--- config.mk ---
export PLATFORM = sky130hd
export DESIGN_NAME = cpu_top
export DESIGN_NICKNAME = d
export VERILOG_FILES = /design/src/logic/isa_pkg.sv /design/src/logic/pipe_pkg.sv /design/src/logic/exec_if.sv /design/src/logic/cpu_top.sv /design/src/logic/execute_stage.sv /design/src/logic/decode_stage.sv /design/src/logic/forward_unit.sv /design/src/logic/reg_file.sv
export SDC_FILE = /design/constraint.sdc
export NUM_CORES = 2
export LEC_CHECK = 0
export CAP_MARGIN = 20
export CORE_ASPECT_RATIO = 1.5
export CORE_MARGIN = 2
export CORE_UTILIZATION = 56
export DETAILED_ROUTE_END_ITERATION = 8
export DONT_BUFFER_PORTS = 1
export HOLD_SLACK_MARGIN = 0.05
export PLACE_DENSITY_LB_ADDON = 0.05
export SLEW_MARGIN = 20
export SYNTH_ARGS = -nofsm -noshare
export SYNTH_HDL_FRONTEND = slang
export SYNTH_SLANG_ARGS = --single-unit
--- constraint.sdc ---
create_clock -name in_clk -period 83.4 [get_ports in_clk]
set_clock_uncertainty 0.1 [all_clocks]
set_input_delay 20.85 -clock in_clk [delete_from_list [all_inputs] [get_ports in_clk]]
set_output_delay 20.85 -clock in_clk [all_outputs]
set_load 0.01 [all_outputs]
--- src/logic/isa_pkg.sv ---
package isa_pkg;

    localparam int data_w     = 32;
    localparam int reg_addr_w = 5;
    localparam int reg_count  = 32;

    typedef logic [reg_addr_w-1:0] reg_addr_t;

    // Instruction field positions
    localparam int op_hi    = 31;
    localparam int op_lo    = 26;
    localparam int rs_hi    = 25;
    localparam int rs_lo    = 21;
    localparam int rt_hi    = 20;
    localparam int rt_lo    = 16;
    localparam int rd_hi    = 15;
    localparam int rd_lo    = 11;
    localparam int shamt_hi = 10;
    localparam int shamt_lo = 6;
    localparam int funct_hi = 5;
    localparam int funct_lo = 0;
    localparam int imm_hi   = 15;
    localparam int imm_lo   = 0;

    // LUI is an SLL of the immediate
    localparam int lui_shift = 16;

    localparam logic [5:0] op_rtype = 6'h00;
    localparam logic [5:0] op_addiu = 6'h09;
    localparam logic [5:0] op_slti  = 6'h0a;
    localparam logic [5:0] op_andi  = 6'h0c;
    localparam logic [5:0] op_ori   = 6'h0d;
    localparam logic [5:0] op_xori  = 6'h0e;
    localparam logic [5:0] op_lui   = 6'h0f;

    localparam logic [5:0] fn_sll  = 6'h00;
    localparam logic [5:0] fn_srl  = 6'h02;
    localparam logic [5:0] fn_sra  = 6'h03;
    localparam logic [5:0] fn_addu = 6'h21;
    localparam logic [5:0] fn_subu = 6'h23;
    localparam logic [5:0] fn_and  = 6'h24;
    localparam logic [5:0] fn_or   = 6'h25;
    localparam logic [5:0] fn_xor  = 6'h26;
    localparam logic [5:0] fn_nor  = 6'h27;
    localparam logic [5:0] fn_slt  = 6'h2a;
    localparam logic [5:0] fn_sltu = 6'h2b;

endpackage
--- src/logic/pipe_pkg.sv ---
package pipe_pkg;

    typedef logic [isa_pkg::data_w-1:0] word_t;

    typedef enum logic [3:0] {
        alu_add,
        alu_sub,
        alu_and,
        alu_or,
        alu_xor,
        alu_nor,
        alu_slt,
        alu_sltu,
        alu_sll,
        alu_srl,
        alu_sra
    } alu_op_t;

    // One register write, as seen by forwarding and the register file
    typedef struct packed {
        logic              valid;
        isa_pkg::reg_addr_t addr;
        word_t             data;
    } result_t;

endpackage

--- src/logic/exec_if.sv ---
`timescale 1ns/1ps

interface exec_if;

    import isa_pkg::*;
    import pipe_pkg::*;

    // High when a real instruction sits in execute
    logic      valid;
    alu_op_t   alu_op;
    word_t     op_a;
    word_t     op_b;
    reg_addr_t dest;

    modport decode (
        output valid,
        output alu_op,
        output op_a,
        output op_b,
        output dest
    );

    modport execute (
        input valid,
        input alu_op,
        input op_a,
        input op_b,
        input dest
    );

endinterface

--- src/logic/cpu_top.sv ---
`timescale 1ns/1ps

module cpu_top (
    input  logic               in_clk,
    input  logic               in_rst,
    input  logic               instr_valid,
    input  logic [31:0]        instr,
    output logic               wb_valid,
    output isa_pkg::reg_addr_t wb_addr,
    output pipe_pkg::word_t    wb_data
);

    import pipe_pkg::*;

    result_t ex_result;
    result_t wb_result;

    exec_if exe_bus ();

    decode_stage u_decode (
        .in_clk      (in_clk),
        .in_rst      (in_rst),
        .instr_valid (instr_valid),
        .instr       (instr),
        .ex_result   (ex_result),
        .wb_result   (wb_result),
        .exe         (exe_bus.decode)
    );

    execute_stage u_execute (
        .in_clk    (in_clk),
        .in_rst    (in_rst),
        .exe       (exe_bus.execute),
        .ex_result (ex_result),
        .wb_result (wb_result)
    );

    // Register write as it leaves the pipeline
    assign wb_valid = wb_result.valid;
    assign wb_addr  = wb_result.addr;
    assign wb_data  = wb_result.data;

endmodule

--- src/logic/execute_stage.sv ---
`timescale 1ns/1ps

module execute_stage (
    input  logic              in_clk,
    input  logic              in_rst,
    exec_if.execute           exe,
    output pipe_pkg::result_t ex_result,
    output pipe_pkg::result_t wb_result
);

    import isa_pkg::*;
    import pipe_pkg::*;

    word_t     alu_y;
    logic [4:0] sh;
    logic      wb_valid_q;
    reg_addr_t wb_addr_q;
    word_t     wb_data_q;

    // Shift amount in a, shifted value in b
    assign sh = exe.op_a[4:0];

    always_comb
    begin
        case (exe.alu_op)
            alu_add:  alu_y = exe.op_a + exe.op_b;
            alu_sub:  alu_y = exe.op_a - exe.op_b;
            alu_and:  alu_y = exe.op_a & exe.op_b;
            alu_or:   alu_y = exe.op_a | exe.op_b;
            alu_xor:  alu_y = exe.op_a ^ exe.op_b;
            alu_nor:  alu_y = ~(exe.op_a | exe.op_b);
            alu_slt:  alu_y = ($signed(exe.op_a) < $signed(exe.op_b)) ? word_t'(1) : '0;
            alu_sltu: alu_y = (exe.op_a < exe.op_b) ? word_t'(1) : '0;
            alu_sll:  alu_y = exe.op_b << sh;
            alu_srl:  alu_y = exe.op_b >> sh;
            alu_sra:  alu_y = word_t'($signed(exe.op_b) >>> sh);
            default:  alu_y = '0;
        endcase
    end

    assign ex_result = '{valid: exe.valid, addr: exe.dest, data: alu_y};

    always_ff @(posedge in_clk or posedge in_rst)
    begin
        if (in_rst)
        begin
            wb_valid_q <= 1'b0;
        end
        else
        begin
            wb_valid_q <= ex_result.valid;
        end
    end

    always_ff @(posedge in_clk)
    begin
        wb_addr_q <= ex_result.addr;
        wb_data_q <= ex_result.data;
    end

    assign wb_result = '{valid: wb_valid_q, addr: wb_addr_q, data: wb_data_q};

endmodule

--- src/logic/decode_stage.sv ---
`timescale 1ns/1ps

module decode_stage (
    input  logic              in_clk,
    input  logic              in_rst,
    input  logic              instr_valid,
    input  logic [31:0]       instr,
    input  pipe_pkg::result_t ex_result,
    input  pipe_pkg::result_t wb_result,
    exec_if.decode            exe
);

    import isa_pkg::*;
    import pipe_pkg::*;

    logic        fd_valid;
    logic [31:0] fd_instr;

    logic [5:0]  opcode;
    logic [5:0]  funct;
    logic [4:0]  shamt;
    logic [15:0] imm;
    reg_addr_t   rs;
    reg_addr_t   rt;
    reg_addr_t   rd;
    reg_addr_t   dest;

    alu_op_t alu_op;
    logic    known;
    logic    use_imm;
    logic    use_shamt;
    logic    use_lui;
    logic    sign_ext;
    logic    wr_valid;

    word_t rs_rf;
    word_t rt_rf;
    word_t rs_fwd;
    word_t rt_fwd;
    word_t imm_ext;
    word_t op_a;
    word_t op_b;

    always_ff @(posedge in_clk or posedge in_rst)
    begin
        if (in_rst)
        begin
            fd_valid <= 1'b0;
        end
        else
        begin
            fd_valid <= instr_valid;
        end
    end

    always_ff @(posedge in_clk)
    begin
        fd_instr <= instr;
    end

    assign opcode = fd_instr[op_hi:op_lo];
    assign funct  = fd_instr[funct_hi:funct_lo];
    assign shamt  = fd_instr[shamt_hi:shamt_lo];
    assign imm    = fd_instr[imm_hi:imm_lo];
    assign rs     = fd_instr[rs_hi:rs_lo];
    assign rt     = fd_instr[rt_hi:rt_lo];
    assign rd     = fd_instr[rd_hi:rd_lo];

    always_comb
    begin
        alu_op    = alu_add;
        known     = 1'b1;
        use_imm   = 1'b1;
        use_shamt = 1'b0;
        use_lui   = 1'b0;
        sign_ext  = 1'b1;
        dest      = rt;
        case (opcode)
            op_rtype:
            begin
                use_imm = 1'b0;
                dest    = rd;
                case (funct)
                    fn_addu: alu_op = alu_add;
                    fn_subu: alu_op = alu_sub;
                    fn_and:  alu_op = alu_and;
                    fn_or:   alu_op = alu_or;
                    fn_xor:  alu_op = alu_xor;
                    fn_nor:  alu_op = alu_nor;
                    fn_slt:  alu_op = alu_slt;
                    fn_sltu: alu_op = alu_sltu;
                    fn_sll:
                    begin
                        alu_op    = alu_sll;
                        use_shamt = 1'b1;
                    end
                    fn_srl:
                    begin
                        alu_op    = alu_srl;
                        use_shamt = 1'b1;
                    end
                    fn_sra:
                    begin
                        alu_op    = alu_sra;
                        use_shamt = 1'b1;
                    end
                    default: known = 1'b0;
                endcase
            end
            op_addiu: alu_op = alu_add;
            op_slti:  alu_op = alu_slt;
            op_andi:
            begin
                alu_op   = alu_and;
                sign_ext = 1'b0;
            end
            op_ori:
            begin
                alu_op   = alu_or;
                sign_ext = 1'b0;
            end
            op_xori:
            begin
                alu_op   = alu_xor;
                sign_ext = 1'b0;
            end
            op_lui:
            begin
                alu_op  = alu_sll;
                use_lui = 1'b1;
            end
            default: known = 1'b0;
        endcase
    end

    // Unknown opcodes and writes to r0 become bubbles
    assign wr_valid = fd_valid && known && (dest != '0);

    assign imm_ext = sign_ext ? {{16{imm[15]}}, imm} : {16'b0, imm};

    reg_file u_reg_file (
        .in_clk  (in_clk),
        .in_rst  (in_rst),
        .rs_addr (rs),
        .rt_addr (rt),
        .rs_data (rs_rf),
        .rt_data (rt_rf),
        .wr      (wb_result)
    );

    forward_unit u_fwd_rs (
        .src       (rs),
        .rf_data   (rs_rf),
        .ex_result (ex_result),
        .wb_result (wb_result),
        .data      (rs_fwd)
    );

    forward_unit u_fwd_rt (
        .src       (rt),
        .rf_data   (rt_rf),
        .ex_result (ex_result),
        .wb_result (wb_result),
        .data      (rt_fwd)
    );

    always_comb
    begin
        if (use_lui)
        begin
            op_a = word_t'(lui_shift);
        end
        else if (use_shamt)
        begin
            op_a = word_t'(shamt);
        end
        else
        begin
            op_a = rs_fwd;
        end
    end

    assign op_b = use_imm ? imm_ext : rt_fwd;

    always_ff @(posedge in_clk or posedge in_rst)
    begin
        if (in_rst)
        begin
            exe.valid <= 1'b0;
        end
        else
        begin
            exe.valid <= wr_valid;
        end
    end

    always_ff @(posedge in_clk)
    begin
        exe.alu_op <= alu_op;
        exe.op_a   <= op_a;
        exe.op_b   <= op_b;
        exe.dest   <= dest;
    end

endmodule

--- src/logic/forward_unit.sv ---
`timescale 1ns/1ps

module forward_unit (
    input  isa_pkg::reg_addr_t src,
    input  pipe_pkg::word_t    rf_data,
    input  pipe_pkg::result_t  ex_result,
    input  pipe_pkg::result_t  wb_result,
    output pipe_pkg::word_t    data
);

    logic ex_hit;
    logic wb_hit;

    // Valid results never target register 0
    assign ex_hit = ex_result.valid && (ex_result.addr == src);
    assign wb_hit = wb_result.valid && (wb_result.addr == src);

    always_comb
    begin
        if (ex_hit)
        begin
            data = ex_result.data;
        end
        else if (wb_hit)
        begin
            // Not yet in the register file
            data = wb_result.data;
        end
        else
        begin
            data = rf_data;
        end
    end

endmodule

--- src/logic/reg_file.sv ---
`timescale 1ns/1ps

module reg_file (
    input  logic               in_clk,
    input  logic               in_rst,
    input  isa_pkg::reg_addr_t rs_addr,
    input  isa_pkg::reg_addr_t rt_addr,
    output pipe_pkg::word_t    rs_data,
    output pipe_pkg::word_t    rt_data,
    input  pipe_pkg::result_t  wr
);

    import isa_pkg::*;
    import pipe_pkg::*;

    // Register 0 has no storage
    word_t regs [1:reg_count-1];

    always_ff @(posedge in_clk or posedge in_rst)
    begin
        if (in_rst)
        begin
            for (int i = 1; i < reg_count; i++)
            begin
                regs[i] <= '0;
            end
        end
        else if (wr.valid && (wr.addr != '0))
        begin
            regs[wr.addr] <= wr.data;
        end
    end

    assign rs_data = (rs_addr == '0) ? '0 : regs[rs_addr];
    assign rt_data = (rt_addr == '0) ? '0 : regs[rt_addr];

endmodule

== Word-level counts from Yosys, hierarchy flattened ==
Cells that the tools add are included.
Storage, ports and cells
  register bits: 1137
  bits in latches: 0
  memory bits (writable): 0
  bits in read-only memories: 0
  input bits: 35
  logic and storage cells: 139
  memories: 0
Cells by class
  add/sub/neg operators: 2
  $mul: 0
  divide/modulo/power cells: 0
  $lt $le $gt $ge: 6
  equal/unequal tests: 30
  shift-type cells: 3
  muxes and demuxes: 29
  bitwise gates (word level): 7
  reduce and logical (&&, ||, !) cells: 20
Operator list (count)
  992-bit bitwise mux: 1
  32-bit 2-to-1 mux: 13
  32-bit one-hot mux with 11 select lines: 1
  32-bit binary-select mux with 5-bit select: 2
  32-bit demux with 5-bit select: 1
  32-bit less-than comparator: 2
  6-bit equality test, second input constant: 8
  4-bit one-hot mux with 10 select lines: 1
  6-bit by 4-bit equality test with 1-bit output, second input constant: 6
  32-bit adder: 1
  32-bit bitwise AND: 1
  32-bit inverter: 1
  32-bit bitwise OR: 1
  32-bit by 5-bit left shift with 32-bit output: 1
  32-bit by 5-bit right shift with 32-bit output: 1
  32-bit by 5-bit >>> shifter with 32-bit output: 1
  32-bit subtractor: 1
  32-bit XOR: 1
  4-bit one-hot mux with 6 select lines: 1
  5-bit equality test: 4
  6-bit >= comparator, second input constant: 3
  5-bit inverter with 6-bit output: 3
  4-bit by 3-bit equality test with 1-bit output, second input constant: 4
  4-bit equality test, second input constant: 3
  other kinds (16): 35

== Longest topological paths before layout ==
  depth after elaboration: 8
  gate-level depth with buffers: 17

== Modules after synthesis ==
From an unflattened synthesis, not the netlist that was laid out.
Second synthesis, totals
  cells, all modules: 5814
  area, all modules: 68520.7 µm²
By module, submodules not included
  reg_file: times used 1, cells an instance 3766, area an instance 53456.3 µm², sequential area each 24823.8 µm²
  execute_stage: times used 1, cells an instance 1388, area an instance 9544.2 µm², sequential area each 765.7 µm²
  decode_stage: times used 1, cells an instance 298, area an instance 3313.2 µm², sequential area each 2152.1 µm²
  forward_unit: times used 2, cells an instance 181, area an instance 1103.6 µm², sequential area each 0.0 µm²

== Worst setup path before layout ==
Ideal clock, no wire load.
  path type: register to output
  start: reg u_execute.wb_valid_q
  end: out wb_valid
  arrival time: 0.448 ns
  path slack: 62.002 ns
  stages on the path, launching flop included: 1
  cell sequence: dfrtp_1
RTL lines
  start, declared: RTL line execute_stage.sv:16  | logic wb_valid_q;
  start signal, assigned: RTL line execute_stage.sv:51  | wb_valid_q <= ex_result.valid;
  end, declared: RTL line cpu_top.sv:8  | output logic wb_valid,
No word-level cell between the ends.

==> impl_metrics.toml <==
[run_status]
status = "completed"

[synth]
ys_ff_latch = 1137
synth.area.top_cells = "dfrtp_1 37%, mux4_2 21%, mux2_2 18%, dfxtp_1 4.2%, clkbuf_1 1.9%"
syn_area_per_cell_um2 = 13.2
synthDistinctLibCells = 97
yosysSeqAreaShare_pct = 41.3
synthArstFlopShare_pct = 87.5
synth_edf_count = 0
yosysWarnings = 0
yosysMostFrequentCell = "mux2_2"
synth_nets = 5207
mappedNetlistArea_um2 = 67200
synth_top_cell_by_area = "dfrtp_1"
synth_common_cells = "1098 x mux2_2, 995 x dfrtp_1, 621 x mux4_2, 341 x clkbuf_1, 212 x nand2_1"
synth_cells = 5074
yosysTopAreaCellShare_pct = 37.0
synthFlopType = "dfrtp_1"

[sta]
setup_ws_ns = 60.75
hold_viol = 0
max_freq_mhz = 44.1
slew_headroom_pct = 13.7
tightest_slew_ns = 1.29
rsz0062_at_grt = "false"
fin_crit_sh_pct = 27.2
worst_hold_slack_ns = 0.400
tns_ns = 0
setup_viol = 0
drv_slew = 0
min_period_ns = 22.65

[floorplan]
die_x_um = 287
core_area_um2 = 119000
initial_core_util_pct = 56.4
die_h_um = 428
pin_count = 73
rows = 155
fp.dieArea_um2 = 123000

[routing]
firstDrtPassIters = 6
drtIter0Drc = 4956
via_per_inst = 7.32
drc_errors = 0
via_count = 47500
totalWireLength_mm = 237
avgRoutedWirePerCell_um = 36.5
drtAntennaViolNets = 0

[global_route]
grt_first_pass_wirelength_mm = 345
gr-total-overflow = 0
track_usage_pct = 38.9
grt_pass1_vias = 48500
grtUsageMet2_pct = 60.6
top_usage_layer = "met2"
grt_max_degree = 187
use_met1_pct = 51.1
grt_use_met3_pct = 8.73
antenna_found_initial = 12

[cts]
clk_latency_ns = 0.76
cts_tree = "built"
post_cts_buffers = 0
path_clk_slew_ns = 0.07
cts_hold_buf = 0
clkSinkCount = 1137
cts-buffers-inserted = 112
cts_max_path_buffers = 3
cts-root-buf = "clkbuf_16"
cts_resized = 0
htreeDepth = 3

[setup_path]
cp_common_cell = "buf_4"
start_kind = "primary input"
reg2reg_from = "u_decode.fd_instr[17]$_DFF_P_"
cp-startpoint = "in_rst"
reg2reg_slack_ns = 77.62
setup.worst_path.class = "in -> async"
arrival_ns = 23.30
crit_chain = "inv_8 -> buf_4 -> buf_4"
worstPathRequired_ns = 84.05
path_max_fanout = 115
cp-endpoint = "u_decode.u_reg_file.regs[793]$_DFFE_PP0P_"
r2r_end = "u_decode.exe.op_b[2]$_DFF_P_"
crit_slowest_cell = "buf_4"
worst_setup_path_end_kind = "async pin"
r2r_cells = 9
max_stage_delay_ns = 0.87

[power_and_ir_drop]
switching_share_pct = 28.3
power_leakage_nw = 32.5
p_int_w = 0.000971
total_power_w = 0.00136
combPwrFrac_pct = 14.9
pwr-share-clk_pct = 40.0
vdd_ir_drop_max_v = 0.0000204
power.density_nw_per_um2 = 18.7
p_sw_w = 0.000384
seqPwrFrac_pct = 45.0

[final_layout]
nNetsFinal = 4955
utilization_pct = 60.9
drive_above_1_share_pct = 43.7
area.growth.synth_to_final_pct = 7.95
nFillCells = 9403

[flow_run]
drv_cap = 0

[placement]
dp_slack_ns = 59.95
port_buffers = 0
post-dp-hpwl_mm = 143
place_congestion = 1.05

[hold_path]
hold_path_class = "reg -> reg"
## metal layers
metal / vias up / routed length, um
met3: 671 / 20700
met5: - / 69
met2: 2384 / 111000
met1: 25400 / 90200
met4: 10 / 14700
li1: 19100 / -
## critical path: cells and delay by family
kind | cells | cell delay (ns)
buf+inv | 3 | 2.16
## power groups by stage
stage	clock (W)	sequential (W)	combinational (W)
after global placement	0	0.000617	0.000198
after CTS	0.000550	0.000609	0.000200
final	0.000543	0.000610	0.000203
after global routing	0.000572	0.000613	0.000214
after detailed placement	0	0.000619	0.000199
after floorplan	0	0.000608	0.000143
## state kept, by name, summed over array words and instances (netlist names)
name / cells
u_decode.u_reg_file.regs: 992
u_decode.exe.op_a: 32
u_decode.exe.op_b: 32
u_decode.fd_instr: 32
u_execute.wb_data_q: 32
u_decode.exe.dest: 5
u_execute.wb_addr_q: 5
u_decode.exe.alu_op: 4
u_decode.exe.valid: 1
u_decode.fd_valid: 1
u_execute.wb_valid_q: 1
## cell type report
| cell class | count | area [um^2] | area share, % |
|---|---|---|---|
| multi-input combinational | 3321 | 37300 | 51.4 |
| tap | 1570 | 1960 | 2.71 |
| timing repair buffer | 142 | 1160 | 1.59 |
| clock inverter | 38 | 519 | 0.716 |
| clock buffer | 171 | 3380 | 4.66 |
| antenna | 3 | 7.51 | 0.0103 |
| sequential | 1137 | 27800 | 38.3 |
| inverter | 108 | 415 | 0.573 |
## layout by cell type, fill, tap and decap left out, types with 15 or more instances in the layout
cell type,instances
mux2_2,1098
dfrtp_1,995
mux4_2,621
nand2_1,197
o21ai_0,161
nor2_1,157
a21oi_1,147
buf_4,134
dfxtp_1,125
clkbuf_16,118
inv_1,103
ha_1,96
mux2i_1,95
a22o_1,60
nor3_1,45
a221oi_1,42
o211ai_1,35
a211oi_1,32
clkbuf_1,30
nand3_1,24
nand2b_1,23
clkbuf_8,23
o31ai_1,21
o22ai_1,21
a31oi_1,20
xor2_1,19
a21o_1,17
o2111ai_1,17
a221o_1,17
nor2_4,16
or2_2,16
clkinv_2,16
o21ai_1,15
o211a_1,15
nor4_1,15
## cells by family after synthesis
logic type | Yosys count | share of synthesized area (%)
multiplexers | 1818 | 40.7
flip-flops | 1137 | 41.3
AO/OA/AOI/OAI | 763 | 7.85
AND/OR/NAND/NOR | 617 | 4.36
buffers and inverters | 616 | 3.64
adder cells (fa/ha/maj) | 98 | 1.85
XOR/XNOR | 25 | 0.326
## worst min path at each step
stage	startpoint	end	depth (start not counted)
after CTS	u_decode.fd_instr[4]$_DFF_P_	u_decode.exe.op_b[4]$_DFF_P_	2
final	u_decode.fd_instr[4]$_DFF_P_	u_decode.exe.op_b[4]$_DFF_P_	2
after global routing	u_decode.u_reg_file.regs[292]$_DFFE_PP0P_	u_decode.u_reg_file.regs[292]$_DFFE_PP0P_	1
after global placement	u_decode.fd_instr[4]$_DFF_P_	u_decode.exe.op_b[4]$_DFF_P_	2
after detailed placement	u_decode.fd_instr[4]$_DFF_P_	u_decode.exe.op_b[4]$_DFF_P_	2
after floorplan	u_decode.exe.dest[1]$_DFF_P_	u_execute.wb_addr_q[1]$_DFF_P_	0
## metrics by stage
step,cells,area [um^2]
2_1_floorplan,5074,67200
3_3_place_gp,6277,68600
3_5_place_dp,6277,68600
4_1_cts,6486,72500
5_1_grt,6488,72500
6_report,6490,72600
Note: power is estimated with default switching activity, not from simulation.
